### src/logic/isaPkg.sv
`default_nettype none

package isaPkg;

	typedef logic [31:0] word_t;    // Datapath word
	typedef logic [4:0]  regIdx_t;  // Register file index

	// Primary opcodes of the supported subset
	typedef enum logic [5:0] {
		opSpecial = 6'b000000,  // R-type group
		opJal     = 6'b000011,
		opBeq     = 6'b000100,
		opBne     = 6'b000101,
		opAddiu   = 6'b001001,
		opOri     = 6'b001101,
		opLui     = 6'b001111,
		opHalt    = 6'b111111   // Stops the core
	} opcode_e;

	// R-type function field
	typedef enum logic [5:0] {
		fnAddu = 6'b100001,
		fnSubu = 6'b100011,
		fnAnd  = 6'b100100,
		fnOr   = 6'b100101,
		fnXor  = 6'b100110,
		fnSlt  = 6'b101010
	} funct_e;

	// ALU operation select from decode
	typedef enum logic [2:0] {
		aluAdd,
		aluSub,
		aluAnd,
		aluOr,
		aluXor,
		aluSlt,
		aluLui
	} aluOp_e;

	typedef struct packed {
		opcode_e    opcode;
		regIdx_t    rs;
		regIdx_t    rt;
		regIdx_t    rd;
		logic [4:0] shamt;  // Unused here, no shifts
		funct_e     funct;
	} rType_s;

	typedef struct packed {
		opcode_e     opcode;
		regIdx_t     rs;
		regIdx_t     rt;
		logic [15:0] imm16;
	} iType_s;

	// One fetched word seen as either format
	typedef union packed {
		rType_s rFmt;
		iType_s iFmt;
	} instrWord_u;

endpackage

`default_nettype wire
### src/logic/idExIf.sv
`timescale 1ns/1ps
`default_nettype none

// Decoded operation held in the ID/EX register
interface idExIf;
	logic            valid;
	isaPkg::aluOp_e  aluOp;
	logic            useImm;    // Second ALU operand from imm32
	isaPkg::word_t   operandA;
	isaPkg::word_t   operandB;
	isaPkg::word_t   imm32;     // Extended immediate or jump index
	isaPkg::word_t   pc;
	isaPkg::regIdx_t destReg;
	logic            writeEn;
	logic            isBranch;
	logic            branchNe;  // BNE when set
	logic            isJal;

	modport source (output valid, aluOp, useImm, operandA, operandB, imm32, pc,
		destReg, writeEn, isBranch, branchNe, isJal);
	modport execute (input valid, aluOp, useImm, operandA, operandB, imm32, pc,
		isBranch, branchNe, isJal);
	modport wbStage (input valid, destReg, writeEn, isJal);
endinterface


`default_nettype wire

### src/logic/aluUnit.sv
`timescale 1ns/1ps
`default_nettype none

module aluUnit (
	idExIf.execute        ex,
	output isaPkg::word_t aluResult
);
	isaPkg::word_t opB;  // Register or immediate
	logic          lessThan;

	assign opB      = ex.useImm ? ex.imm32 : ex.operandB;
	assign lessThan = $signed(ex.operandA) < $signed(opB);  // SLT is signed

	always_comb begin
		case (ex.aluOp)
			isaPkg::aluAdd: begin
				aluResult = ex.operandA + opB;  // ADDU and ADDIU, no overflow trap
			end
			isaPkg::aluSub: begin
				aluResult = ex.operandA - opB;
			end
			isaPkg::aluAnd: begin
				aluResult = ex.operandA & opB;
			end
			isaPkg::aluOr: begin
				aluResult = ex.operandA | opB;  // OR and ORI
			end
			isaPkg::aluXor: begin
				aluResult = ex.operandA ^ opB;
			end
			isaPkg::aluSlt: begin
				aluResult = {31'd0, lessThan};
			end
			isaPkg::aluLui: begin
				aluResult = {opB[15:0], 16'h0000};  // Upper half load
			end
			default: begin
				aluResult = '0;
			end
		endcase
	end

endmodule

`default_nettype wire

### src/flat_wrapper.sv
// flat-port wrapper written by rule: the top's interface ports become plain ports
module aluUnit_flat 
  (aluResult, ex_valid, ex_aluOp, ex_useImm, ex_operandA, ex_operandB, ex_imm32, ex_pc, ex_isBranch, ex_branchNe, ex_isJal);
  idExIf ex_i ();
  output isaPkg::word_t aluResult;
  input wire logic [$bits(ex_i.valid)-1:0] ex_valid;
  input wire logic [$bits(ex_i.aluOp)-1:0] ex_aluOp;
  input wire logic [$bits(ex_i.useImm)-1:0] ex_useImm;
  input wire logic [$bits(ex_i.operandA)-1:0] ex_operandA;
  input wire logic [$bits(ex_i.operandB)-1:0] ex_operandB;
  input wire logic [$bits(ex_i.imm32)-1:0] ex_imm32;
  input wire logic [$bits(ex_i.pc)-1:0] ex_pc;
  input wire logic [$bits(ex_i.isBranch)-1:0] ex_isBranch;
  input wire logic [$bits(ex_i.branchNe)-1:0] ex_branchNe;
  input wire logic [$bits(ex_i.isJal)-1:0] ex_isJal;
  assign ex_i.valid = ex_valid;
  assign ex_i.aluOp = ex_aluOp;
  assign ex_i.useImm = ex_useImm;
  assign ex_i.operandA = ex_operandA;
  assign ex_i.operandB = ex_operandB;
  assign ex_i.imm32 = ex_imm32;
  assign ex_i.pc = ex_pc;
  assign ex_i.isBranch = ex_isBranch;
  assign ex_i.branchNe = ex_branchNe;
  assign ex_i.isJal = ex_isJal;
  aluUnit u_core (.ex(ex_i), .aluResult(aluResult));
endmodule
### config.mk
export PLATFORM = sky130hd
export DESIGN_NAME = aluUnit_flat
export DESIGN_NICKNAME = d
export VERILOG_FILES = /design/src/logic/isaPkg.sv /design/src/logic/idExIf.sv /design/src/logic/aluUnit.sv /design/src/flat_wrapper.sv
export SDC_FILE = /design/constraint.sdc
export NUM_CORES = 1
export LEC_CHECK = 0
export BUFFER_PORTS_ARGS = -buffer_cell sky130_fd_sc_hd__buf_2
export CORE_MARGIN = 2
export CORE_UTILIZATION = 57
export DETAILED_ROUTE_END_ITERATION = 10
export PLACE_DENSITY = 0.86
export SYNTH_ARGS = -nofsm -noshare
export SYNTH_HDL_FRONTEND = slang
export SYNTH_SLANG_ARGS = --single-unit
### constraint.sdc
create_clock -name vclk -period 11.2
set_input_delay 2.24 -clock vclk [all_inputs]
set_output_delay 2.24 -clock vclk [all_outputs]
set_load 0.01 [all_outputs]
==> reports/results.txt <==
Fin nets - 1224
CP cell instances - buf_2 -> buf_4 -> mux2_2 -> inv_1 -> ha_1 -> and4_1 -> a21oi_1 -> o21ai_0 -> nor2_1 -> a21oi_2 -> a311oi_1 -> nor4_1 -> nor2_1 -> o311ai_0 -> buf_2
Grt met3 use - 2.82%
Critical path class - in2out
Netlist cell types - 78
Iter 0 DRT Violations - 639
FF/Latch Area - 0 um^2
Crit-path leading delay family - compound AO/OA/AOI/OAI gates
Worst Max-Slew Pin Slew - 0.823 ns
Placed Instance Area - 6610 um^2
Die Y - 106 um
Rows - 37
CTS Hold Bufs - 0
Core Area - 10200 um^2
Vias in the first global route - 6351
Avg Vias per Cell - 6.36
Die W - 106 um
GRT overflow - 0
Final Cell Area - 6610 um^2
GRT Util Overall - 32.9%
IO buf count - 132
CLK BUF - 0
Cells after Synth - 889
DPL Wire Length - 15200 um
Sequential share of power - 0%
Sw frac - 61.1%
Fmax - 116 MHz
Arr. time, crit path - 6.40 ns
P_sw - 0.255 mW
Max incr delay on CP - 0.50 ns
Setup TNS - 0 ns
CP Launch Point - ex_useImm
ANT cells - 0
Non-filler cells, final - 1112
DRT Pass-1 Iters - 5
DRC - 0
Ratio of cells with drive above 1 in the final layout - 17.2%
Synth Net Count - 1135
ANT nets after route - 0
Share of the clock period used by the worst path - 77.1%
Grt met1 use - 42.3%
Peak supply drop - 0.0000365 V
Final Hold Fails - 0
Endpoints failing setup - 0
Status - finished, final reports clean
Critical path launch point type - input port
WL final - 19300 um
Hold path start - ex_operandB[0]
Min Clock Period, post-route - 8.64 ns
Global route hottest layer - met2
Register area share after synthesis - 0%
Largest net degree at the start of global routing - 61
Clock Power Share - 0%
Die ar. - 11300 um^2
Unrepaired setup endpoints after global routing - no
Critical Path RT - 8.96 ns
Gpl congestion - 0.997
Pint - 0.162 mW
Kind of path behind the tightest hold check - in2out
Synth Cell Area - 5960 um^2
Crit path buf inv count - 4
Global Route met2 Usage - 56.2%
Crit. End Element - primary output
Synth Area per Inst - 6.70 um^2
Initial antenna violation count - 0
Slew HR - 44.6%
Cell leakage power - 3.22 nW
Critical path's slowest cell - o311ai_0
Power density over the cells - 63.0 nW/um^2
First-pass GRT wire length - 30800 um
Initial Utilization - 58.2%
Inst Count DP - 1112
Max-cap check violation count - 0
Final Max Slew Viols - 0
Area grow syn2layout - 10.9%
Crit path max fanout - 20
Yosys Warn Count - 0
Drt wl/cell - 17.4 um
Fillers - 983
Gate power share - 100.0%
Vias - 7076
Seq_cells - 0
Top-Level Pins - 168
Cts repair resizes - 0
Postcts setup bufs - 0
## Yosys cell counts (14+ instances only)
library cell | instances | area [um^2]
o21ai_0 | 62 | 310
a21oi_1 | 85 | 425
nor2_1 | 77 | 289
ha_1 | 108 | 1350
clkbuf_1 | 33 | 124
o22ai_1 | 23 | 144
mux2i_1 | 37 | 370
inv_1 | 98 | 368
nand2_1 | 61 | 229
xnor2_1 | 25 | 219
o211ai_1 | 14 | 105
nor3_1 | 31 | 155
## cells by family after synthesis
kind of cell | count (synthesis) | synth area share, %
and+or+nand+nor | 240 | 19.0
muxes | 46 | 8.29
buffers and inverters | 150 | 10.0
adders and majority gates | 110 | 23.4
AOI/OAI and AO/OA | 313 | 34.9
xor gates and xnor gates | 30 | 4.41
## metal layers
layer / vias to the layer above / wire length [um]
met2: 381 / 9040
met1: 3239 / 7740
li1: 3381 / -
met3: 75 / 1710
met5: - / 0
met4: 0 / 825
## stage by stage
| step | power, mW | hold WS [ns] | worst slack, ns | utilization (%) |
|---|---|---|---|---|
| floorplan | 0.298 | 4.81 | 3.09 | - |
| global placement | 0.399 | 5.06 | 2.68 | 64.6 |
| detailed placement | 0.405 | 5.06 | 2.66 | 64.6 |
| CTS | 0.407 | 5.06 | 2.64 | 64.6 |
| global route | 0.454 | 5.13 | 2.37 | 64.6 |
| finish | 0.416 | 5.07 | 2.56 | 64.6 |
## worst paths after layout
check,end,cells past startpoint
max,aluResult[28],15
min,aluResult[16],5
## placed cells by master, fill, tap and decap left out, drive strengths merged, types with 10 or more instances in the layout
| cell | count |
|---|---|
| o21ai | 70 |
| mux2i | 37 |
| a21o | 12 |
| a211oi | 10 |
| o22ai | 23 |
| nand2 | 61 |
| a31oi | 10 |
| nor2 | 79 |
| o221ai | 10 |
| nand3 | 13 |
| xnor2 | 25 |
| o21bai | 10 |
| nor2b | 13 |
| buf | 138 |
| o211ai | 14 |
| nor3 | 31 |
| ha | 108 |
| inv | 98 |
| a21oi | 89 |
## tightest hold or removal path: stages
cell and delay, ns:
buf_2 0.07, mux2i_1 0.09, o22ai_1 0.19, o21a_1 0.12
buf_2 0.12
## power by group through the flow
stage | Combinational, mW | Sequential, mW | Clock, mW
after floorplan | 0.298 | 0 | 0
after global placement | 0.399 | 0 | 0
after detailed placement | 0.405 | 0 | 0
after CTS | 0.407 | 0 | 0
after global routing | 0.454 | 0 | 0
final | 0.416 | 0 | 0
## final cells by class
class,instances,area (um^2),area share (%)
Inverter,99,372,5.62
Multi-Input combinational cell,739,5360,81.1
Tap cell,136,170,2.58
Timing Repair Buffer,138,706,10.7
Note: power is estimated with default switching activity, not from simulation.
