[config.mk]
export PLATFORM = sky130hd
export DESIGN_NAME = apbDebug_flat
export DESIGN_NICKNAME = d
export VERILOG_FILES = /design/src/logic/busPkg.sv /design/src/logic/isaPkg.sv /design/src/logic/idExIf.sv /design/src/logic/apbDebug.sv /design/src/flat_wrapper.sv
export SDC_FILE = /design/constraint.sdc
export NUM_CORES = 1
export LEC_CHECK = 0
export ABC_CLOCK_PERIOD_IN_PS = 1900
export BUFFER_PORTS_ARGS = -buffer_cell sky130_fd_sc_hd__buf_2
export CAP_MARGIN = 20
export CORE_MARGIN = 2
export CORE_UTILIZATION = 37
export CTS_BUF_LIST = sky130_fd_sc_hd__clkbuf_8
export DETAILED_ROUTE_END_ITERATION = 7
export GPL_ROUTABILITY_DRIVEN = 0
export GPL_TIMING_DRIVEN = 0
export PLACE_DENSITY = 0.87
export SETUP_SLACK_MARGIN = 0.5
export SKIP_LAST_GASP = 1
export SLEW_MARGIN = 20
export SYNTH_ARGS = -nofsm -noshare
export SYNTH_HDL_FRONTEND = slang
export SYNTH_SLANG_ARGS = --single-unit
export TNS_END_PERCENT = 10
[constraint.sdc]
create_clock -name clk -period 1.9 [get_ports clk]
set_input_delay 0.19 -clock clk [delete_from_list [all_inputs] [get_ports clk]]
set_output_delay 0.19 -clock clk [all_outputs]
set_load 0.05 [all_outputs]
[src/logic/busPkg.sv]
`default_nettype none

package busPkg;

	typedef logic [11:0] apbAddr_t;  // Byte offset inside the slave window

	//////////////////////////////////////////////////
	// Address map
	//////////////////////////////////////////////////
	localparam apbAddr_t imemBase    = 12'h000;  // Instruction words, write only
	localparam apbAddr_t regBase     = 12'h100;  // Architectural registers
	localparam apbAddr_t ctrlAddr    = 12'h200;  // Control and status
	localparam apbAddr_t retiredAddr = 12'h204;  // Retired instruction count

	localparam int regWords = 32;  // Words in the register window

	// Control and status bit positions
	localparam int runBit  = 0;  // Read/write
	localparam int doneBit = 1;  // Read only, set by HALT

endpackage

`default_nettype wire

[src/logic/isaPkg.sv]
`default_nettype none

package isaPkg;

	typedef logic [31:0] word_t;    // Datapath word
	typedef logic [4:0]  regIdx_t;  // Register file index

	// Primary opcodes of the supported subset
	typedef enum logic [5:0] {
		opSpecial = 6'b000000,  // R-type group
		opJal     = 6'b000011,
		opBeq     = 6'b000100,
		opBne     = 6'b000101,
		opAddiu   = 6'b001001,
		opOri     = 6'b001101,
		opLui     = 6'b001111,
		opHalt    = 6'b111111   // Stops the core
	} opcode_e;

	// R-type function field
	typedef enum logic [5:0] {
		fnAddu = 6'b100001,
		fnSubu = 6'b100011,
		fnAnd  = 6'b100100,
		fnOr   = 6'b100101,
		fnXor  = 6'b100110,
		fnSlt  = 6'b101010
	} funct_e;

	// ALU operation select from decode
	typedef enum logic [2:0] {
		aluAdd,
		aluSub,
		aluAnd,
		aluOr,
		aluXor,
		aluSlt,
		aluLui
	} aluOp_e;

	typedef struct packed {
		opcode_e    opcode;
		regIdx_t    rs;
		regIdx_t    rt;
		regIdx_t    rd;
		logic [4:0] shamt;  // Unused here, no shifts
		funct_e     funct;
	} rType_s;

	typedef struct packed {
		opcode_e     opcode;
		regIdx_t     rs;
		regIdx_t     rt;
		logic [15:0] imm16;
	} iType_s;

	// One fetched word seen as either format
	typedef union packed {
		rType_s rFmt;
		iType_s iFmt;
	} instrWord_u;

endpackage

`default_nettype wire
[src/logic/idExIf.sv]
`timescale 1ns/1ps
`default_nettype none


// Host path into fetch
interface dbgIf #(
	parameter int addrW = 6
);
	logic             imemWe;
	logic [addrW-1:0] imemAddr;  // Word index
	isaPkg::word_t    imemData;
	logic             run;

	modport source (output imemWe, imemAddr, imemData, run);
	modport sink (input imemWe, imemAddr, imemData, run);
endinterface

`default_nettype wire

[src/logic/apbDebug.sv]
`timescale 1ns/1ps
`default_nettype none

module apbDebug #(
	parameter int imemWords = 64
) (
	input  logic             clk,
	input  logic             rst,
	input  logic             pSel,
	input  logic             pEnable,
	input  logic             pWrite,
	input  busPkg::apbAddr_t pAddr,
	input  isaPkg::word_t    pWData,
	input  logic             halted,
	input  logic             retire,
	output isaPkg::word_t    pRData,
	output logic             pReady,
	output logic             pSlvErr,
	output isaPkg::regIdx_t  regIdx,
	input  isaPkg::word_t    regData,
	dbgIf.source             dbg
);
	localparam int addrW = $clog2(imemWords);

	busPkg::apbAddr_t imemOff;
	busPkg::apbAddr_t regOff;
	logic             access;
	logic             inImem;
	logic             inReg;
	logic             isCtrl;
	logic             isRetired;
	logic             ctrlWrite;
	logic             runReg;
	logic             done;     // Latched HALT
	isaPkg::word_t    retired;

	//////////////////////////////////////////////////
	// Address decode
	//////////////////////////////////////////////////
	assign access    = pSel && pEnable;  // Access phase only
	assign imemOff   = pAddr - busPkg::imemBase;
	assign regOff    = pAddr - busPkg::regBase;
	assign inImem    = imemOff < busPkg::apbAddr_t'(4 * imemWords);
	assign inReg     = regOff < busPkg::apbAddr_t'(4 * busPkg::regWords);
	assign isCtrl    = pAddr == busPkg::ctrlAddr;
	assign isRetired = pAddr == busPkg::retiredAddr;
	assign ctrlWrite = access && pWrite && isCtrl;

	assign pReady = 1'b1;  // No wait states
	// Unmapped, imem write while running, or write to a read-only word
	assign pSlvErr = access && (!(inImem || inReg || isCtrl || isRetired) ||
		(pWrite && ((inImem && runReg) || inReg || isRetired)));

	assign regIdx = regOff[6:2];

	// Instruction memory loads only while stopped
	assign dbg.imemWe   = access && pWrite && inImem && !runReg;
	assign dbg.imemAddr = imemOff[addrW+1:2];
	assign dbg.imemData = pWData;
	assign dbg.run      = runReg && !halted;  // Stop fetch on the HALT edge

	// Read mux
	always_comb begin
		pRData = '0;
		if (inReg) begin
			pRData = regData;
		end else if (isCtrl) begin
			pRData[busPkg::runBit]  = runReg;
			pRData[busPkg::doneBit] = done;
		end else if (isRetired) begin
			pRData = retired;
		end
	end

	always_ff @(posedge clk) begin
		if (rst) begin
			runReg  <= 1'b0;
			done    <= 1'b0;
			retired <= '0;
		end else begin
			if (retire)
				retired <= retired + 32'd1;
			if (halted) begin
				runReg <= 1'b0;  // Hardware stop
				done   <= 1'b1;
			end
			if (ctrlWrite) begin
				runReg <= pWData[busPkg::runBit];
				if (pWData[busPkg::runBit]) begin
					retired <= '0;  // Fresh count per run
					done    <= 1'b0;
				end
			end
		end
	end

endmodule

`default_nettype wire

[src/flat_wrapper.sv]
// flat-port wrapper written by rule: the top's interface ports become plain ports
module apbDebug_flat 
#(
	parameter int imemWords = 64
)
  (clk, rst, pSel, pEnable, pWrite, pAddr, pWData, halted, retire, pRData, pReady, pSlvErr, regIdx, regData, dbg_imemWe, dbg_imemAddr, dbg_imemData, dbg_run);
  dbgIf dbg_i ();
  input  logic clk;
  input  logic rst;
  input  logic pSel;
  input  logic pEnable;
  input  logic pWrite;
  input  busPkg::apbAddr_t pAddr;
  input  isaPkg::word_t pWData;
  input  logic halted;
  input  logic retire;
  output isaPkg::word_t pRData;
  output logic pReady;
  output logic pSlvErr;
  output isaPkg::regIdx_t regIdx;
  input  isaPkg::word_t regData;
  output wire logic [$bits(dbg_i.imemWe)-1:0] dbg_imemWe;
  output wire logic [$bits(dbg_i.imemAddr)-1:0] dbg_imemAddr;
  output wire logic [$bits(dbg_i.imemData)-1:0] dbg_imemData;
  output wire logic [$bits(dbg_i.run)-1:0] dbg_run;
  assign dbg_imemWe = dbg_i.imemWe;
  assign dbg_imemAddr = dbg_i.imemAddr;
  assign dbg_imemData = dbg_i.imemData;
  assign dbg_run = dbg_i.run;
  apbDebug #(.imemWords(imemWords)) u_core (.clk(clk), .rst(rst), .pSel(pSel), .pEnable(pEnable), .pWrite(pWrite), .pAddr(pAddr), .pWData(pWData), .halted(halted), .retire(retire), .pRData(pRData), .pReady(pReady), .pSlvErr(pSlvErr), .regIdx(regIdx), .regData(regData), .dbg(dbg_i));
endmodule
==> impl_results.md <==
* Status: finished with violations
* Failing checks: setup timing
* Final Non-Filler Cells at 532
* Setup Skew at 0.00699 ns
* Final Cycle Share at 100%
* Cell Count Post-Placement at 493
* Setup TNS at -0.00274 ns
* CTS Sinks at 34
* First-pass GRT wire length at 11.5 mm
* PD cells at 433 nW/um^2
* Final WL at 7.99 mm
* DRT Pass-1 Iters at 4
* Dpl cell area at 3240 um^2
* Final Worst Setup Slack at -0.00274 ns
* Largest net degree at the start of global routing at 11
* Gate power share at 29.2%
* NetSw at 578 uW
* Cell-internal power at 1.15 mW
* Library cells used by synthesis at 38
* Clock share of power at 29.4%
* CTS Hold Bufs at 0
* Pins Over Slew Limit at 0
* Hold WC Path Type: in -> reg
* Initial DRC count at 127
* N_diodes at 0
* Leakage at 1.79 nW
* Initial antenna violation count at 0
* CP max stage delay at 0.59 ns
* Final ANT Viol Nets at 0
* Worst Path Required at 2.05 ns
* Max cap viols at 0
* IO buf count at 128
* Slowest stage cell, crit path: or4_4
* Crit start category: register
* CORE AREA at 6240 um^2
* # rows at 29
* Post-synth net total at 372
* CP Class: reg -> reg
* H-tree levels at 2
* Starting density of the core at 37.6%
* Number of synthesized register bits at 34
* Top-level I/O count at 162
* Register area share after synthesis at 29.0%
* Cell area after layout at 3990 um^2
* Fmax at 526 MHz
* Vias in the first global route at 2565
* CTS tree: built
* Hpwl dp at 5.32 mm
* Unrepaired setup endpoints after global routing: yes
* Switching Fraction at 33.5%
* Maximum clock path buffer count at 2
* Via/cell ratio at 5.27
* WL per Instance at 15.0 um
* DIE WIDTH at 83.7 um
* Clock-pin slew on the worst setup and hold paths at 0.07 ns
* DRC violations left at 0
* Max IR drop VDD at 0.301 mV
* Critical Path AT at 2.05 ns
* Post-layout util at 63.9%
* Final setup vio count at 1
* Tot Pwr at 1.73 mW
* Final net count at 538
* Tot GR Track Use at 19.9%
* Cells after Synth at 288
* Final Hold Violating Endpoints at 0
* CTS Buf Count at 5
* YS warnings at 0
* Critical path, cell by cell: nand4_4, or4_4, buf_6, buf_4, o31ai_2, a21oi_1
* Worst-Skew Late Latency at 0.29 ns
* CP endpoint kind: register
* Post-route minimum period at 1.90 ns
* Die area at 7000 um^2
* Root buffer cell: clkbuf_8
* Seq pwr share at 41.4%
* Mean Syn Cell Area at 8.15 um^2
* Share of cells above drive strength 1 at 66.4%
* Crit path max fanout at 10
* Vias at 2805
* Cell area after synthesis at 2350 um^2
* Die Y-Extent at 83.7 um
* GR Overflow Total at 0
* Area growth, synth to finish at 70.0%
-- area by class of cell --
| cell class | count | area [um^2] |
|---|---|---|
| fillers | 475 | 2250 |
| multi-input cells | 183 | 1510 |
| plain buffers | 63 | 507 |
| inverters | 8 | 30.0 |
| repair buffers | 159 | 1040 |
| flip-flops and latches | 34 | 728 |
| clock buffers | 5 | 68.8 |
| well taps | 77 | 96.3 |
| clock inverters | 3 | 12.5 |
-- power by group through the flow --
stage | clock [mW] | sequential (mW) | combinational (mW)
floorplan | 0 | 0.737 | 0.335
global placement | 0 | 0.739 | 0.448
detailed placement | 0 | 0.740 | 0.455
CTS | 0.510 | 0.714 | 0.473
global route | 0.547 | 0.715 | 0.530
finish | 0.507 | 0.715 | 0.505
-- cell families (layout without fill, tap and decap cells) --
family,Yosys count,after routing,share of synthesized area [%]
fa+ha+maj,1,1,0.533
buf+inv,71,238,19.0
compound gates,74,74,22.3
other cells,1,1,0.160
simple gates,92,92,23.1
flops,34,34,29.0
mux,4,4,1.76
xor+xnor,11,11,4.10
-- layer usage --
metal  track usage [%]  wire [um]  up-vias
met4              7.48        165        0
met1              22.4       3010     1297
li1                  -          -     1353
met3              4.25        618       19
met5                 0          0        -
met2              36.5       4200      136
-- cells in the final DEF (no fill, tap or decap), types with 6 or more instances in the layout --
| cell | n |
|---|---|
| a21oi_1 | 17 |
| a22o_2 | 26 |
| buf_2 | 102 |
| buf_4 | 72 |
| buf_6 | 15 |
| buf_8 | 9 |
| clkbuf_4 | 17 |
| dfxtp_1 | 16 |
| dfxtp_2 | 8 |
| dfxtp_4 | 10 |
| inv_1 | 9 |
| nand2_1 | 13 |
| nand3_1 | 7 |
| nand4_1 | 7 |
| nor2_1 | 19 |
| o31ai_1 | 6 |
| o31ai_2 | 6 |
| or3_1 | 8 |
| or4_1 | 10 |
| or4_4 | 6 |
| xnor2_1 | 6 |
-- stage by stage --
stage | hold WS [ns] | worst slack, ns
6_report | 0.0762 | -0.00274
5_1_grt | 0.0719 | -0.0909
4_1_cts | 0.0672 | -0.0223
3_5_place_dp | 0.371 | -0.304
3_3_place_gp | 0.364 | -0.233
2_1_floorplan | 0.259 | -0.0176
-- cells in the mapped netlist --
cell	n	area share, %
a21oi_1	20	4.3
nand4_1	7	1.9
nor2_1	19	3.0
or2_1	1	0.27
nor4_2	1	0.53
buf_2	3	0.64
nand4_2	1	0.53
or4_4	1	0.48
and4_1	2	0.75
buf_1	4	0.64
o21ai_1	3	0.64
nand2_1	14	2.2
mux2i_1	3	1.3
ha_1	1	0.53
or4_1	15	4.8
and3b_1	1	0.37
o21ai_0	6	1.3
and3_1	1	0.27
xor2_1	5	1.9
inv_1	8	1.3
nor3_1	6	1.3
buf_4	45	14
xnor2_1	6	2.2
o31ai_1	13	4.2
nor4b_1	2	0.75
nand3_1	9	1.9
clkbuf_1	10	1.6
and4b_1	1	0.43
dfxtp_1	34	29
or3_1	8	2.1
nor4_1	2	0.53
conb_1	1	0.16
a22o_1	30	11
o2bb2ai_1	1	0.37
nand4_4	1	0.91
a41o_1	1	0.43
mux2_2	1	0.48
buf_6	1	0.48
-- registers in the layout (all words and copies together), names as in the netlist --
name,cells
u_core.done,1
u_core.runReg,1
u_core.retired,32
-- timing repair --
item                       4_1_cts  5_1_grt
setup endpoints to repair       67       68
pin swaps                       10       12
setup buffers                   20        8
gates cloned                     1        2
gates resized for setup         43       88
-- path summary, 6_finish.rpt --
kind / endpoint / startpoint / slack [ns] / depth (start not counted)
setup / recovery: u_core.retired[30] / u_core.retired[5] / -0.003 / 6
hold / removal: u_core.runReg / rst / 0.08 / 2
hold reg to reg: u_core.retired[19] / u_core.retired[19] / 0.51 / 2
setup reg to reg: u_core.retired[30] / u_core.retired[5] / -0.003 / 6
-- worst max-delay path, delay by kind of cell, from the launching register on --
family	cells	cell delay [ns]
buffers and inverters	2	0.34
AOI/OAI and AO/OA	2	0.34
DFF	1	0.37
and+or+nand+nor	2	0.71
Note: power is estimated with default switching activity, not from simulation.
