<file path="config.mk">
export PLATFORM = sky130hd
export DESIGN_NAME = branchUnit_flat
export DESIGN_NICKNAME = d
export VERILOG_FILES = /design/src/logic/isaPkg.sv /design/src/logic/idExIf.sv /design/src/logic/branchUnit.sv /design/src/flat_wrapper.sv
export SDC_FILE = /design/constraint.sdc
export NUM_CORES = 1
export LEC_CHECK = 0
export BUFFER_PORTS_ARGS = -buffer_cell sky130_fd_sc_hd__buf_2
export CAP_MARGIN = 15
export CORE_MARGIN = 10
export CORE_UTILIZATION = 44
export DETAILED_ROUTE_END_ITERATION = 16
export PLACE_DENSITY_LB_ADDON = 0.2
export SLEW_MARGIN = 20
export SYNTH_ARGS = -nofsm -noshare
export SYNTH_HDL_FRONTEND = slang
export SYNTH_SLANG_ARGS = --single-unit
</file>
<file path="constraint.sdc">
create_clock -name vclk -period 5.4
set_clock_uncertainty 0.2 [all_clocks]
set_input_delay 0.81 -clock vclk [all_inputs]
set_output_delay 0.81 -clock vclk [all_outputs]
set_load 0.02 [all_outputs]
</file>
<file path="src/logic/isaPkg.sv">
`default_nettype none

package isaPkg;

	typedef logic [31:0] word_t;    // Datapath word
	typedef logic [4:0]  regIdx_t;  // Register file index

	// Primary opcodes of the supported subset
	typedef enum logic [5:0] {
		opSpecial = 6'b000000,  // R-type group
		opJal     = 6'b000011,
		opBeq     = 6'b000100,
		opBne     = 6'b000101,
		opAddiu   = 6'b001001,
		opOri     = 6'b001101,
		opLui     = 6'b001111,
		opHalt    = 6'b111111   // Stops the core
	} opcode_e;

	// R-type function field
	typedef enum logic [5:0] {
		fnAddu = 6'b100001,
		fnSubu = 6'b100011,
		fnAnd  = 6'b100100,
		fnOr   = 6'b100101,
		fnXor  = 6'b100110,
		fnSlt  = 6'b101010
	} funct_e;

	// ALU operation select from decode
	typedef enum logic [2:0] {
		aluAdd,
		aluSub,
		aluAnd,
		aluOr,
		aluXor,
		aluSlt,
		aluLui
	} aluOp_e;

	typedef struct packed {
		opcode_e    opcode;
		regIdx_t    rs;
		regIdx_t    rt;
		regIdx_t    rd;
		logic [4:0] shamt;  // Unused here, no shifts
		funct_e     funct;
	} rType_s;

	typedef struct packed {
		opcode_e     opcode;
		regIdx_t     rs;
		regIdx_t     rt;
		logic [15:0] imm16;
	} iType_s;

	// One fetched word seen as either format
	typedef union packed {
		rType_s rFmt;
		iType_s iFmt;
	} instrWord_u;

endpackage

`default_nettype wire
</file>
<file path="src/logic/idExIf.sv">
`timescale 1ns/1ps
`default_nettype none

// Decoded operation held in the ID/EX register
interface idExIf;
	logic            valid;
	isaPkg::aluOp_e  aluOp;
	logic            useImm;    // Second ALU operand from imm32
	isaPkg::word_t   operandA;
	isaPkg::word_t   operandB;
	isaPkg::word_t   imm32;     // Extended immediate or jump index
	isaPkg::word_t   pc;
	isaPkg::regIdx_t destReg;
	logic            writeEn;
	logic            isBranch;
	logic            branchNe;  // BNE when set
	logic            isJal;

	modport source (output valid, aluOp, useImm, operandA, operandB, imm32, pc,
		destReg, writeEn, isBranch, branchNe, isJal);
	modport execute (input valid, aluOp, useImm, operandA, operandB, imm32, pc,
		isBranch, branchNe, isJal);
	modport wbStage (input valid, destReg, writeEn, isJal);
endinterface


`default_nettype wire

</file>
<file path="src/logic/branchUnit.sv">
`timescale 1ns/1ps
`default_nettype none

module branchUnit (
	idExIf.execute        ex,
	output logic          taken,
	output isaPkg::word_t target,
	output isaPkg::word_t linkAddr
);
	isaPkg::word_t pcPlus4;
	isaPkg::word_t brTarget;  // PC relative
	isaPkg::word_t jTarget;   // Pseudo-direct
	logic          sameVal;

	assign pcPlus4  = ex.pc + 32'd4;
	assign sameVal  = ex.operandA == ex.operandB;
	assign brTarget = pcPlus4 + {ex.imm32[29:0], 2'b00};
	assign jTarget  = {pcPlus4[31:28], ex.imm32[25:0], 2'b00};

	// BEQ on equal, BNE on not equal, JAL always
	assign taken  = ex.valid && (ex.isJal || (ex.isBranch && (sameVal != ex.branchNe)));
	assign target = ex.isJal ? jTarget : brTarget;

	assign linkAddr = pcPlus4;  // No delay slot

endmodule

`default_nettype wire

</file>
<file path="src/flat_wrapper.sv">
// flat-port wrapper written by rule: the top's interface ports become plain ports
module branchUnit_flat 
  (taken, target, linkAddr, ex_valid, ex_aluOp, ex_useImm, ex_operandA, ex_operandB, ex_imm32, ex_pc, ex_isBranch, ex_branchNe, ex_isJal);
  idExIf ex_i ();
  output logic taken;
  output isaPkg::word_t target;
  output isaPkg::word_t linkAddr;
  input wire logic [$bits(ex_i.valid)-1:0] ex_valid;
  input wire logic [$bits(ex_i.aluOp)-1:0] ex_aluOp;
  input wire logic [$bits(ex_i.useImm)-1:0] ex_useImm;
  input wire logic [$bits(ex_i.operandA)-1:0] ex_operandA;
  input wire logic [$bits(ex_i.operandB)-1:0] ex_operandB;
  input wire logic [$bits(ex_i.imm32)-1:0] ex_imm32;
  input wire logic [$bits(ex_i.pc)-1:0] ex_pc;
  input wire logic [$bits(ex_i.isBranch)-1:0] ex_isBranch;
  input wire logic [$bits(ex_i.branchNe)-1:0] ex_branchNe;
  input wire logic [$bits(ex_i.isJal)-1:0] ex_isJal;
  assign ex_i.valid = ex_valid;
  assign ex_i.aluOp = ex_aluOp;
  assign ex_i.useImm = ex_useImm;
  assign ex_i.operandA = ex_operandA;
  assign ex_i.operandB = ex_operandB;
  assign ex_i.imm32 = ex_imm32;
  assign ex_i.pc = ex_pc;
  assign ex_i.isBranch = ex_isBranch;
  assign ex_i.branchNe = ex_branchNe;
  assign ex_i.isJal = ex_isJal;
  branchUnit u_core (.ex(ex_i), .taken(taken), .target(target), .linkAddr(linkAddr));
endmodule
</file>
==> run summary, run 1 <==
The routed layout has 3704 vias. STA puts the critical path data required time at 4.39 ns. At the pin with the least slew margin, the transition time is 1.02 ns.

The type of the most critical hold path is primary input to primary output. The logs give 4180 µm for the routed length on met1 and 0 for the total number of sequential cells. The run finished with clean final reports. For the first-pass GRT wire length, the log shows 17500 µm.

The critical path is of the primary input to primary output type. Dividing the final minimum period by the clock period gives 95.1%. The run gives 0 as the count of antenna diodes in the layout. Number of clock buffers in the layout: 0. The critical path launch point type is a primary input. Count of unresolved DRC violations after routing: 0. The largest individual stage delay along the critical path comes from the cell a2111oi_2. The portion of total power attributed to the clock network was 0%. Number of cells on the worst hold path: 2. Count of final max-slew check failures: 0.

Walking the worst path, the cells encountered are buf_2 > and4_1 > nand3_1 > nor3_1 > buf_4 > and4_2 > nand3_1 > xnor2_1 > ha_1 > nand2_1 > o21a_1 > o21a_1 > a2111oi_2 > buf_4 > nor3_1 > o31ai_1 > buf_2. Maximum number of pins on one net before global-route repair: 63. The delay of the slowest cell on the worst path works out to 0.42 ns. The tools report the DRC marker count from the first detailed-route iteration as 136. The hold path startpoint is ex_pc[0]. Broken down by cell family, the worst path's largest delay share belongs to simple AND/OR/NAND/NOR gates. The arrival time reported for the critical path endpoint came out at 4.12 ns. After detailed routing, the total wire length is 11300 µm. After detailed routing, the met2 layer carries 5900 µm of wire. Average vias per placed instance: 5.48. Count of input and output buffers: 195.

The run gives 0 µm² as the sequential cell area. The worst hold margin was 1.66 ns. Routability-driven placement finished with a final weighted congestion of 0.860. Count of nets after finishing: 773. The first-pass iteration count of the detailed router was 4; the vertical die dimension was 100 µm.

Kind of end point of the critical path: a primary output. The launching instance or port of the critical path was ex_pc[9]. Setup violations remaining at the end of the flow were counted as 0. Setup repair after global routing could not meet its margin everywhere. Synthesis produced a netlist whose cell count is 406. The global-route congestion overflow total came out at 0. The synthesized area per cell came out at 6.96 µm². The via count of the first global-routing pass came out at 3867. The tools report the endpoint of the worst hold-timing path as linkAddr[0].

The run gives 0.0775 mV as the maximum ir drop on the vdd rail. The total I/O pin count was 201; the synthesized area was 0.00283 mm². The run gives 32.2% as the worst slew slack as a fraction of its limit. The die covers 0.0100 mm². The tools report the portion of total power attributed to sequential cells as 0%.

After detailed routing, the average wire length per cell comes to 16.7 µm. The final period demand of the worst path was 5.13 ns. The chip width is 100 µm, and the hold-fix buffer count after cts is 0. For the number of rows created at floorplan, the log shows 29. Combinational cells account for 100.0% of the total power.

The share of final-layout standard cells stronger than drive strength 1 works out to 37.4%. Cell internal power was estimated by the tool at 201 µW. The core region is 0.00628 mm². The run gives 0.00190 µW as the cell leakage power.

The tools report the effective utilization at floorplan as 45.0%. Timing would allow up to 195 MHz. After filler insertion, the fill cell instance count of the layout stands at 610.

Max-cap violations in this run came to 0. After synthesis, the netlist uses 53 different library cells. Summing the sequential cell areas from Yosys gives 0% of the chip area. The area growth from synthesis to layout was 39.4%. Once detailed placement completed, the half-perimeter wirelength came to 10300 µm. The count of nets left with antenna violations once routing finished came out at 0. For this run, the total global-route usage over all layers was measured as 20.3%. The number of nets handed over by synthesis was 578. For the number of antenna violations at the first check in global routing, the log shows 0.

The count of buffer and inverter cells on the critical path is 4, and the setup TNS is 0 ns. For this run, the number of Yosys warnings is 0. Wire segments on met3 add up to 969 µm in the final route. The final-report hold violation count is 0, and the share of total power consumed by net switching is 57.9%. For this design the total switching power over the nets is 276 µW.

The largest fanout of any net on the critical path is 5. Signal routing reaches up to met4. For this design the ratio of total power to cell area is 121 mW/mm².
power by group through the flow:
stage	logic, µW	registers (µW)	clock network (µW)
after CTS	476	0	0
after global routing	523	0	0
after global placement	466	0	0
after detailed placement	474	0	0
final	477	0	0
after floorplan	307	0	0
what timing repair did:
item                       4_1_cts  5_1_grt
resized for setup                0        6
hold endpoints to repair         0        0
setup buffers                    0        0
setup endpoints to repair        0        4
cells by family after synthesis:
| logic type | count (synthesis) | share of synthesized area (%) |
|---|---|---|
| compound gates | 115 | 26.4 |
| simple gates | 149 | 26.6 |
| fa+ha+maj | 36 | 16.2 |
| mux | 4 | 1.59 |
| xor+xnor | 85 | 26.6 |
| buf+inv | 17 | 2.61 |
placed cells by master, fill, tap and decap left out, drive strengths merged, types with 5 or more instances in the layout:
cell   count
buf      206
xnor2     63
nand2     56
ha        35
o21ai     34
a21oi     31
xor2      22
nor2      19
nand3     18
nand4     16
a21o      11
nor2b      9
o21a       8
and4       6
nor3       5
routing by layer:
metal / global-route usage [%] / up-vias
met5: 0 / -
met4: 3.04 / 0
met3: 5.77 / 19
met2: 40.8 / 152
met1: 20.3 / 1658
li1: - / 1875
synth_stat cells, types with 3 or more instances:
cell,instances,area (µm²)
nor2b_1,9,56.3
inv_1,4,15.0
a211oi_1,4,30.0
nor3_1,5,25.0
mux2_2,4,45.0
a41oi_1,3,26.3
nand2b_1,3,18.8
and2_1,4,25.0
o21ai_1,20,100
and3_1,3,18.8
nand3_1,18,90.1
and4_1,6,52.6
nand2_1,55,206
a21o_1,11,82.6
o21a_1,8,60.1
o31ai_1,3,22.5
clkbuf_1,9,33.8
a31oi_1,3,18.8
o21ai_0,13,65.1
xnor2_1,62,543
nor4_1,3,18.8
a21oi_1,31,155
ha_1,35,438
nand4_1,15,93.8
xor2_1,22,193
nor2_1,19,71.3
metrics by stage:
step / instances / utilization, % / cell area, µm² / total power (µW) / worst slack (ns)
5_1_grt: 676 / 62.7 / 3940 / 523 / -0.00699
2_1_floorplan: 406 / - / 2830 / 307 / 0.183
3_3_place_gp: 676 / 62.5 / 3920 / 466 / 0.223
6_report: 676 / 62.7 / 3940 / 477 / 0.265
4_1_cts: 676 / 62.5 / 3920 / 476 / 0.152
3_5_place_dp: 676 / 62.5 / 3920 / 474 / 0.165
cell type report:
| type | count | area, µm² | area share, % |
|---|---|---|---|
| Inverter | 4 | 15.0 | 0.381 |
| Multi-Input combinational cell | 389 | 2770 | 70.3 |
| Tap cell | 77 | 96.3 | 2.45 |
| Timing Repair Buffer | 206 | 1060 | 26.9 |
worst max path at each step:
stage	end	cells past startpoint
after floorplan	target[28]	14
after global placement	target[28]	17
after detailed placement	target[28]	17
after CTS	target[28]	17
after global routing	target[28]	17
final	target[28]	17
No activity file was read; power rests on OpenSTA's default activity.
==> run 2: changes to the inputs <==
--- a/config.mk
+++ b/config.mk
@@ -7,6 +7,7 @@
 export LEC_CHECK = 0
 export BUFFER_PORTS_ARGS = -buffer_cell sky130_fd_sc_hd__buf_2
 export CAP_MARGIN = 15
+export CORE_ASPECT_RATIO = 1.5
 export CORE_MARGIN = 10
 export CORE_UTILIZATION = 44
 export DETAILED_ROUTE_END_ITERATION = 16
==> run 2 against run 1 <==
Net effect: cell count unchanged; global-route usage increased by 0.75 points; first-iteration DRC count fell by 15%; maximum frequency down 1.1%; wire length rose by 2.0%; worst hold slack worse by 0.0024 ns; setup slack got worse by 0.057 ns; sequential share of layout area unchanged; critical endpoint is now target[31].
==> run summary, run 2 (same netlist as run 1, synthesis figures left out) <==
The share of the cycle needed by the critical path after routing came out at 96.1%. The die is 118 µm tall. The HPWL after detailed placement is 10300 µm. Data on the critical path arrives at its endpoint at 4.18 ns. The final period demand of the worst path was 5.19 ns.

The tools report the number of rows created at floorplan as 35. The total I/O pin count is 201, and the average wire per cell in the routed design is 17.0 µm. The post-route netlist has 37.7% of its cells at a drive strength greater than 1. The area growth from synthesis to layout works out to 40.2%.

The logs give 0.0651 mV for the maximum ir drop on the vdd rail and 30.9% for the worst slew slack as a fraction of its limit. For this run, the share of the core covered by cells in the final layout is 63.7%. Summing all flip-flop and latch instances after layout gives 0 µm².

For the DRC marker count from the first detailed-route iteration, the log shows 115. Total number of sequential cells: 0. The number of antenna violations at the first check in global routing is 0, and the slew at the pin with the worst max-slew slack is 1.04 ns. The critical path launch point type is a primary input. Summed over all cells, the static leakage comes to 0.00191 µW. Across the run, the number of max-cap violations was 0. Static timing analysis puts the maximum clock frequency at 193 MHz. The leading cell type in the layout, fill and taps excluded is buf_2.

After detailed routing, the number of remaining DRC violations is 0. Count of final max-slew check failures: 0. Summing over every cut layer, the via total after detailed routing is 3724. Routability-driven placement finished with a final weighted congestion of 0.939. After detailed routing, the total wire length is 11500 µm. Setup violations remaining at the end of the flow were counted as 0. The total design power was 483 µW; the delay of the slowest cell on the worst path was 0.50 ns. For the via count of the first global-routing pass, the log shows 4100. The power density relative to cell area is 122 mW/mm². The run finished with clean final reports. Entering global routing, the biggest net connects 63 pins.

The first-pass iteration count of the detailed router came out at 4. The count of antenna diodes in the layout is 0. The tightest min-delay check is of the primary input to primary output type.

The top cell types in the final layout, fill and taps aside, are buf_2 (195), xnor2_1 (62), nand2_1 (55), ha_1 (34), a21oi_1 (30). For the effective utilization at floorplan, the log shows 45.5%. The final layout contains 776 nets. The core region is 0.00622 mm². The classification of the worst setup path is primary input to primary output. The data required time of the critical path came out at 4.39 ns.

The largest fanout of any net on the critical path came out at 7. The tools report the overall track demand over capacity in global routing as 21.1%. Port buffering added 195 buffers. Once detail routing completed, the nets flagged for antenna violations numbered 0. The run gives 18500 µm as the first-pass GRT wire length. In the routed layout, each cell is associated on average with a via count of 5.51. STA classifies the critical path endpoint as a primary output. The die covers 0.0101 mm². After global routing the overflow that remains totals 0.

Counting the clock-network buffers in the layout gives 0. The die is 85.4 µm wide. The signal on the critical path passes through buf_2 > and4_1 > nand3_2 > nor3_1 > buf_4 > nand3_1 > xnor2_1 > ha_1 > nand2_1 > or3_1 > or4b_1 > o21ai_2 > xnor2_1 > nor2_1 > xor2_1 > buf_2.

Cell at the slowest stage of the critical path: or4b_1. The final-report hold violation count is 0.
run 2: metrics by stage:
| stage | instance area (µm²) | setup slack (ns) | hold slack [ns] | TNS (ns) | instances |
|---|---|---|---|---|---|
| global placement | 3940 | 0.218 | 1.65 | 0 | 676 |
| detailed placement | 3940 | 0.173 | 1.66 | 0 | 676 |
| floorplan | 2830 | 0.183 | 1.51 | 0 | 406 |
| finish | 3960 | 0.208 | 1.66 | 0 | 676 |
| CTS | 3940 | 0.156 | 1.66 | 0 | 676 |
| global route | 3960 | -0.0110 | 1.67 | -0.0143 | 676 |
run 2: what timing repair did:
item | in CTS | in global routing
setup endpoints to repair | 0 | 5
resized for setup | 0 | 6
hold buffers | 0 | 0
buffers inserted | 0 | 0
run 2: path summary, 6_finish.rpt:
kind,endpoint,startpoint,slack (ns),depth (start not counted)
worst min-delay path,linkAddr[1],ex_pc[1],1.66,2
worst max-delay path,target[31],ex_pc[9],0.21,16
run 2: final cells by class:
class / instances / area, µm²
inverter: 4 / 15.0
fill: 583 / 2260
timing repair buffer: 209 / 1080
tap: 74 / 92.6
multi-input combinational: 389 / 2770
run 2: critical path: cells and delay by family:
family                   cells  cell delay, ns
AND/OR/NAND/NOR              8            1.82
adder cells (fa/ha/maj)      1            0.41
XOR/XNOR                     3            0.47
buffers and inverters        3            0.49
AO/OA/AOI/OAI                1            0.18
run 2: routing by layer:
layer	track usage, %	up-vias	wire, µm
li1	-	1879	-
met1	18.7	1660	3800
met2	42.8	155	6420
met3	4.95	30	836
met4	7.95	0	436
met5	0	-	0
run 2: where the power goes:
group          internal, µW  total, µW  switching, µW  leakage, µW
sequential                0          0              0            0
combinational           203        483            280      0.00191
clock                     0          0              0            0
