$ cat src/logic/isaPkg.sv
`default_nettype none

package isaPkg;

	typedef logic [31:0] word_t;    // Datapath word
	typedef logic [4:0]  regIdx_t;  // Register file index

	// Primary opcodes of the supported subset
	typedef enum logic [5:0] {
		opSpecial = 6'b000000,  // R-type group
		opJal     = 6'b000011,
		opBeq     = 6'b000100,
		opBne     = 6'b000101,
		opAddiu   = 6'b001001,
		opOri     = 6'b001101,
		opLui     = 6'b001111,
		opHalt    = 6'b111111   // Stops the core
	} opcode_e;

	// R-type function field
	typedef enum logic [5:0] {
		fnAddu = 6'b100001,
		fnSubu = 6'b100011,
		fnAnd  = 6'b100100,
		fnOr   = 6'b100101,
		fnXor  = 6'b100110,
		fnSlt  = 6'b101010
	} funct_e;

	// ALU operation select from decode
	typedef enum logic [2:0] {
		aluAdd,
		aluSub,
		aluAnd,
		aluOr,
		aluXor,
		aluSlt,
		aluLui
	} aluOp_e;

	typedef struct packed {
		opcode_e    opcode;
		regIdx_t    rs;
		regIdx_t    rt;
		regIdx_t    rd;
		logic [4:0] shamt;  // Unused here, no shifts
		funct_e     funct;
	} rType_s;

	typedef struct packed {
		opcode_e     opcode;
		regIdx_t     rs;
		regIdx_t     rt;
		logic [15:0] imm16;
	} iType_s;

	// One fetched word seen as either format
	typedef union packed {
		rType_s rFmt;
		iType_s iFmt;
	} instrWord_u;

endpackage

`default_nettype wire
$ cat src/logic/idExIf.sv
`timescale 1ns/1ps
`default_nettype none

// Decoded operation held in the ID/EX register
interface idExIf;
	logic            valid;
	isaPkg::aluOp_e  aluOp;
	logic            useImm;    // Second ALU operand from imm32
	isaPkg::word_t   operandA;
	isaPkg::word_t   operandB;
	isaPkg::word_t   imm32;     // Extended immediate or jump index
	isaPkg::word_t   pc;
	isaPkg::regIdx_t destReg;
	logic            writeEn;
	logic            isBranch;
	logic            branchNe;  // BNE when set
	logic            isJal;

	modport source (output valid, aluOp, useImm, operandA, operandB, imm32, pc,
		destReg, writeEn, isBranch, branchNe, isJal);
	modport execute (input valid, aluOp, useImm, operandA, operandB, imm32, pc,
		isBranch, branchNe, isJal);
	modport wbStage (input valid, destReg, writeEn, isJal);
endinterface


`default_nettype wire

$ cat src/logic/writeBack.sv
`timescale 1ns/1ps
`default_nettype none

module writeBack (
	input  logic            clk,
	input  logic            rst,
	input  isaPkg::word_t   aluResult,
	input  isaPkg::word_t   linkAddr,
	idExIf.wbStage          wb,
	output logic            wbWe,
	output isaPkg::regIdx_t wbReg,
	output isaPkg::word_t   wbData,
	output logic            retire
);

	// Control bits
	always_ff @(posedge clk) begin
		if (rst) begin
			wbWe   <= 1'b0;
			retire <= 1'b0;
		end else begin
			wbWe   <= wb.valid && wb.writeEn && wb.destReg != 5'd0;  // r0 stays 0
			retire <= wb.valid;  // Branches and HALT count too
		end
	end

	// Result payload
	always_ff @(posedge clk) begin
		wbReg  <= wb.destReg;
		wbData <= wb.isJal ? linkAddr : aluResult;  // Link for JAL
	end

endmodule

`default_nettype wire

$ cat src/flat_wrapper.sv
// flat-port wrapper written by rule: the top's interface ports become plain ports
module writeBack_flat 
  (clk, rst, aluResult, linkAddr, wbWe, wbReg, wbData, retire, wb_valid, wb_destReg, wb_writeEn, wb_isJal);
  idExIf wb_i ();
  input  logic clk;
  input  logic rst;
  input  isaPkg::word_t aluResult;
  input  isaPkg::word_t linkAddr;
  output logic wbWe;
  output isaPkg::regIdx_t wbReg;
  output isaPkg::word_t wbData;
  output logic retire;
  input wire logic [$bits(wb_i.valid)-1:0] wb_valid;
  input wire logic [$bits(wb_i.destReg)-1:0] wb_destReg;
  input wire logic [$bits(wb_i.writeEn)-1:0] wb_writeEn;
  input wire logic [$bits(wb_i.isJal)-1:0] wb_isJal;
  assign wb_i.valid = wb_valid;
  assign wb_i.destReg = wb_destReg;
  assign wb_i.writeEn = wb_writeEn;
  assign wb_i.isJal = wb_isJal;
  writeBack u_core (.clk(clk), .rst(rst), .aluResult(aluResult), .linkAddr(linkAddr), .wb(wb_i), .wbWe(wbWe), .wbReg(wbReg), .wbData(wbData), .retire(retire));
endmodule
$ cat config.mk
export PLATFORM = sky130hd
export DESIGN_NAME = writeBack_flat
export DESIGN_NICKNAME = d
export VERILOG_FILES = /design/src/logic/isaPkg.sv /design/src/logic/idExIf.sv /design/src/logic/writeBack.sv /design/src/flat_wrapper.sv
export SDC_FILE = /design/constraint.sdc
export NUM_CORES = 1
export LEC_CHECK = 0
export ABC_AREA = 1
export BUFFER_PORTS_ARGS = -buffer_cell sky130_fd_sc_hd__buf_2
export CELL_PAD_IN_SITES_DETAIL_PLACEMENT = 1
export CELL_PAD_IN_SITES_GLOBAL_PLACEMENT = 2
export CORE_AREA = 5 5 96 98
export DETAILED_ROUTE_END_ITERATION = 10
export DIE_AREA = 0 0 101 103
export PLACE_DENSITY_LB_ADDON = 0.1
export SLEW_MARGIN = 25
export SYNTH_ARGS = -nofsm -noshare
export SYNTH_HDL_FRONTEND = slang
export SYNTH_SLANG_ARGS = --single-unit
$ cat constraint.sdc
create_clock -name clk -period 0.8 [get_ports clk]
set_input_delay 0.16 -clock clk [delete_from_list [all_inputs] [get_ports clk]]
set_output_delay 0.16 -clock clk [all_outputs]
set_load 0.01 [all_outputs]
==> metrics.yaml, run 1 <==
flow_run:
  drv.max_cap_violation_count: 0
timing:
  timing_worst_slew_pin_value_ps: 185.9
  grt_setup_unrepaired: "yes"
  worst_setup_slack_after_layout_ps: -83.95
  drv_slew: 0
  finalCritPeriodShare: 1.105
  achievable-frequency_mhz: 1131
  timing.final.setup_violations: 39
  min_period_ps: 883.9
  whs_ps: 70.19
  final-hold-violation-count: 0
  timing.slew.headroom: 0.8761
worst_setup_path:
  critical-path-top-delay-family: "flip-flops"
  crit_path_max_incr_delay_ps: 330
  data_required_critical_path_ps: 640
  slowest_stage_cell_on_the_critical_path: "sky130_fd_sc_hd__dfxtp_2"
  critPathMaxFanout: 1
  timing.critical_path.cells: "buf_6"
  worstSetupEndpointType: "output pin"
  category_of_the_critical_setup_timing_path: "reg2out"
  cp.buffers_inverters: 1
  startpoint_type: "flip-flop"
  critPathArrivalTime_ps: 720
final_layout:
  num_antenna_cells: 0
  ff_latch_area_um2: 803.3
  layout.cells.most_common: "sky130_fd_sc_hd__buf_2"
  area_delta_synth_final_pct: 62.89
  num-fill-cells: 1015
  final_nets: 346
  leading_cell_types_in_the_layout_fill_and_taps_excluded: "sky130_fd_sc_hd__buf_2, sky130_fd_sc_hd__inv_1, sky130_fd_sc_hd__nand2_1"
  multiInputGateArea_um2: 417.9
  fraction_of_final_layout_cells_with_drive_strength_greater_than_1: 0.6190
yosys:
  synth_area_per_cell_um2: 9.388
  synth_area_um2: 1436
  seq_area_frac_synth: 0.5436
  synth_cells: 153
  ys_types: 11
  synth_nets: 227
  ys_seq_elements: 39
  synth.yosys.warnings: 0
floorplanning:
  die_w_um: 101
  floorplan.io_pins: 113
  die_h_um: 103
  initial_utilization: 0.1714
  die_area_um2: 10400
  fp.coreArea_um2: 8381
  rows: 34
place:
  dpl_worst_slack_ps: 4.566
  placement.io_buffers: 112
  dp_hpwl_um: 3445
  routabilityCongestion: 0.5993
power:
  proportion_of_power_drawn_by_flip_flops_and_latches: 0.511
  power.share.switching: 0.2533
  power.density_cell_area_nw_per_um2: 1797
  p_int_w: 0.003140
  combinationalPowerShare: 0.185
  netSwitchingPower_w: 0.001065
  power.clock.fraction: 0.305
  worst_ir_drop_vdd_mv: 0.6865
  power.leakage_nw: 1.263
detailed_routing:
  number_of_remaining_drc_errors: 0
  wire_per_inst_um: 11.10
  detailroute.via_count: 1360
  ant_nets: 0
  wl_um: 4230
  drt-vias-per-instance: 3.570
  drtIter0Drc: 5
  drt_pass_1_iters: 3
clock_network:
  tritoncts.num_buffers: 5
  tritoncts_clock_tree: "built"
  cts_root_buf: "sky130_fd_sc_hd__clkbuf_8"
  cts.sinks: 39
  cts.htree.levels: 2
  ctsLongestPathBuffers: 2
  clkTransAtPathRegs_ps: 80
grt:
  grt_util_all_layers: 0.08360
  largest_net_degree_at_the_start_of_global_routing: 33
  antenna_found_initial: 0
  grt_pass1_vias: 1459
  globalRoute.totalOverflow: 0
  grt_pass1_wl_um: 6658
outcome:
  violations: "setup timing"
  outcome: "finished, violations left"
worst_hold_path:
  min_path_type: "in2reg"
## cell families (layout without fill, tap and decap cells)
kind of cell | count (synthesis) | after routing | share of synthesized area
AO/OA/AOI/OAI | 32 | 32 | 0.1873
buffers and inverters | 44 | 164 | 0.1655
flip-flops | 39 | 39 | 0.5436
AND/OR/NAND/NOR | 38 | 38 | 0.1037
## layer usage
metal  up-vias  wire length [um]  global-route usage
met2        69              1912              0.1327
li1        696                 -                   -
met3         5               629             0.05548
met4         0                55             0.02761
met5         -                 0                   0
met1       590              1632             0.09050
## cell type report
class	count	share of cell area
Clock buffer	7	0.03262
Multi-Input combinational cell	70	0.1786
Tap cell	108	0.05775
Timing Repair Buffer	119	0.3262
Sequential cell	39	0.3433
Clock inverter	1	0.002139
Inverter	37	0.05936
## through the flow
stage	util	power, W	std cells	cell area [um2]	TNS, ps
6_report	0.2792	0.004205	381	2340	-2858
5_1_grt	0.2792	0.004520	381	2340	-4601
4_1_cts	0.2683	0.004299	381	2248	-3891
3_5_place_dp	0.2474	0.002868	368	2073	0
3_3_place_gp	0.2474	0.002863	368	2073	0
2_1_floorplan	-	0.002525	153	1436	0
## sequential cells by signal, summed over array words and instances (netlist names)
| signal | count |
|---|---|
| u_core.retire | 1 |
| u_core.wbWe | 1 |
| u_core.wbData | 32 |
| u_core.wbReg | 5 |
## repair_timing
item                                    CTS  global route
buffers inserted                          0             0
hold buffers                              5             0
gates resized for setup                  11            26
hold endpoints to repair                  5             0
endpoints found under the setup margin   39            39
## cell usage after synthesis
cell type	n	area share
sky130_fd_sc_hd__nand3_1	1	0.0035
sky130_fd_sc_hd__buf_12	1	0.014
sky130_fd_sc_hd__nand2_1	32	0.084
sky130_fd_sc_hd__o21ai_2	29	0.18
sky130_fd_sc_hd__inv_1	37	0.097
sky130_fd_sc_hd__o21ai_0	3	0.010
sky130_fd_sc_hd__buf_6	3	0.024
sky130_fd_sc_hd__nand2_2	2	0.0087
sky130_fd_sc_hd__dfxtp_1	39	0.54
sky130_fd_sc_hd__buf_8	3	0.031
sky130_fd_sc_hd__nor2_1	3	0.0078
## path summary, 6_finish.rpt
kind,start,end,slack [ps],cells past startpoint
worst min-delay path,linkAddr[27],u_core.wbData[27],70,3
worst max-delay path,u_core.wbReg[0],wbReg[0],-80,1
## power groups by stage
stage                     Sequential [W]  Clock [W]  Combinational [W]
final                            0.00215    0.00128           0.000776
after global routing             0.00216    0.00149           0.000867
after CTS                        0.00213    0.00142           0.000751
after detailed placement         0.00216          0           0.000704
after global placement           0.00216          0           0.000701
after floorplan                  0.00225          0           0.000277
No activity file was read; power rests on OpenSTA's default activity.
==> run 2: changes to the inputs <==
Settings changed: CORE_AREA 5 5 96 98 to 5 5 93 95, CTS_BUF_LIST set to sky130_fd_sc_hd__clkbuf_4 sky130_fd_sc_hd__clkbuf_8, DIE_AREA 0 0 101 103 to 0 0 98 100, TNS_END_PERCENT set to 50.
==> run 2 against run 1 <==
  * The run still ends with setup timing left
  * Sequential power barely moved
  * Critical path depth is the same
  * Via count shrank 1.3%
  * Total power grew 11%
  * Combinational power up 2%
  * Cell area up 2.6%
  * Global-route usage up 0.45 points
  * Clock power up 35%
  * Hold slack worse by 2.5 ps
  * Worst setup slack got worse by 4.8 ps
  * Final cell count decreased by 1.6%
  * Flip-flop and latch count unchanged
  * Critical path type unchanged
==> metrics.yaml, run 2 (synthesis results as in run 1) <==
floorplanning:
  floorplan.io_pins: 113  # unchanged
  rows: 32  # -5.9%
  die_area_um2: 9800  # -5.8%
  fp.coreArea_um2: 7647  # -8.7%
  die_h_um: 100  # -2.9%
  initial_utilization: 0.1878  # +0.01643
  die_w_um: 98  # -3.0%
timing:
  worst_setup_slack_after_layout_ps: -88.80  # -4.850 ps
  min_period_ps: 888.8  # +4.850 ps
  grt_setup_unrepaired: "yes"
  timing.slew.headroom: 0.7986  # -0.07750
  drv_slew: 0  # unchanged
  final-hold-violation-count: 0  # unchanged
  achievable-frequency_mhz: 1125  # -0.55%
  finalCritPeriodShare: 1.111  # +0.006062
  timing.final.setup_violations: 39  # unchanged
  timing_worst_slew_pin_value_ps: 302.1  # +116.3 ps
grt:
  grt_util_all_layers: 0.08812  # +0.004515
  globalRoute.totalOverflow: 0  # unchanged
  grt_pass1_wl_um: 6858  # +3.0%
  grt_pass1_vias: 1451  # -0.55%
  antenna_found_initial: 0  # unchanged
  largest_net_degree_at_the_start_of_global_routing: 41  # +24%
place:
  detailed_place.area_um2: 2053  # -0.97%
  dp_hpwl_um: 3351  # -2.8%
  routabilityCongestion: 0.6707  # +12%
  dpl_worst_slack_ps: -47.04  # -51.61 ps
  placement.io_buffers: 112  # unchanged
worst_setup_path:
  critPathMaxFanout: 1  # unchanged
  cp.buffers_inverters: 1  # unchanged
  timing.critical_path.cells: "buf_6"
  worstSetupEndpointType: "output pin"
  critical-path-top-delay-family: "flip-flops"
  critPathArrivalTime_ps: 730  # about the same
  startpoint_type: "flip-flop"
  data_required_critical_path_ps: 640  # about the same
  crit_path_max_incr_delay_ps: 330  # about the same
  category_of_the_critical_setup_timing_path: "reg2out"
  slowest_stage_cell_on_the_critical_path: "sky130_fd_sc_hd__dfxtp_2"
final_layout:
  area_delta_synth_final_pct: 67.16
  layout.cells.most_common: "sky130_fd_sc_hd__buf_2"
  leading_cell_types_in_the_layout_fill_and_taps_excluded: "sky130_fd_sc_hd__buf_2, sky130_fd_sc_hd__inv_1, sky130_fd_sc_hd__nand2_1"
  num_antenna_cells: 0  # unchanged
  largest_register_ffs: 32  # unchanged
  post_route_cell_area_um2: 2401  # +2.6%
  reg.largest.list: "u_core.wbData (32), u_core.wbReg (5)"
  final_nets: 346  # unchanged
  fraction_of_final_layout_cells_with_drive_strength_greater_than_1: 0.6484  # +0.02930
  regMostFlops: "u_core.wbData"
clock_network:
  cts.htree.levels: 2  # unchanged
  tritoncts.num_buffers: 5  # unchanged
  tritoncts_clock_tree: "built"
  postCtsSetupRepairBufs: 0  # unchanged
  cts.sinks: 39  # unchanged
  cts_root_buf: "sky130_fd_sc_hd__clkbuf_8"
  clkTransAtPathRegs_ps: 80  # about the same
  ctsLongestPathBuffers: 2  # unchanged
outcome:
  violations: "setup timing"
  outcome: "finished, violations left"
detailed_routing:
  drt-vias-per-instance: 3.579  # +0.26%
  number_of_remaining_drc_errors: 0  # unchanged
  drtIter0Drc: 17  # +12
  wl_um: 4399  # +4.0%
  wire_per_inst_um: 11.73  # +5.7%
  ant_nets: 0  # unchanged
  detailroute.via_count: 1342  # -1.3%
  drt_pass_1_iters: 2  # -1
power:
  netSwitchingPower_w: 0.001120  # +5.2%
  power.clock.fraction: 0.369  # +0.064
  proportion_of_power_drawn_by_flip_flops_and_latches: 0.461  # -0.050
  p_int_w: 0.003555  # +13%
  combinationalPowerShare: 0.170  # -0.015
  power.share.switching: 0.2396  # -0.01369
  worst_ir_drop_vdd_mv: 0.9464  # +38%
  power.density_cell_area_nw_per_um2: 1947  # +8.4%
  power.leakage_nw: 1.289  # +2.1%
worst_hold_path:
  min_path_type: "in2reg"
flow_run:
  drv.max_cap_violation_count: 0  # unchanged
-- run 2: cell types whose count changed in the layout (fill, tap and decap cells not counted) --
cell,before,now
sky130_fd_sc_hd__buf_2,94,88
sky130_fd_sc_hd__buf_6,18,24
sky130_fd_sc_hd__dfxtp_1,21,15
sky130_fd_sc_hd__dfxtp_2,18,24
sky130_fd_sc_hd__clkbuf_1,2,0
sky130_fd_sc_hd__buf_12,2,1
sky130_fd_sc_hd__buf_4,0,1
sky130_fd_sc_hd__bufinv_16,0,1
sky130_fd_sc_hd__clkbuf_8,5,6
-- run 2: power by group through the flow --
stage                     Combinational [W]  Sequential, W  Clock, W
after CTS                          0.000727        0.00213   0.00182
after global placement             0.000688        0.00217         0
after detailed placement           0.000693        0.00216         0
after floorplan                    0.000277        0.00225         0
after global routing               0.000881        0.00217   0.00189
final                              0.000793        0.00216   0.00173
-- run 2: final timing paths --
| kind | startpoint | end | slack (ps) | cells after the start |
|---|---|---|---|---|
| setup / recovery | u_core.wbReg[0] | wbReg[0] | -90 | 1 |
| hold / removal | linkAddr[27] | u_core.wbData[27] | 70 | 3 |
-- run 2: through the flow --
stage	utilization	std cells	power [W]	TNS [ps]	hold slack, ps
after floorplan	-	153	0.002525	0	187.7
after global placement	0.2685	362	0.002853	-356.9	277.3
after detailed placement	0.2685	362	0.002857	-499.6	279.2
after CTS	0.2934	375	0.004672	-4016	54.37
after global routing	0.3140	375	0.004941	-4612	53.26
final	0.3140	375	0.004675	-3076	67.69
-- run 2: cell type report --
type	instances	area, um2
flip-flops and latches	39	810.8
fillers	921	5246
clock inverters	2	35.03
well taps	102	127.6
multi-input cells	70	417.9
repair buffers	119	788.3
clock buffers	6	82.58
inverters	37	138.9
-- run 2: routing by layer --
| metal | vias up | GRT usage | share of wire |
|---|---|---|---|
| met5 | - | 0 | 0 |
| met4 | 0 | 0.03195 | 0 |
| met3 | 0 | 0.04517 | 0.12 |
| met2 | 71 | 0.1382 | 0.48 |
| met1 | 573 | 0.1034 | 0.41 |
| li1 | 698 | - | - |
-- run 2: timing repair --
item,in CTS,in global routing
hold endpoints to repair,5,0
resized for setup,6,42
pin swaps,0,0
endpoints found under the setup margin,39,39
hold buffers,5,0
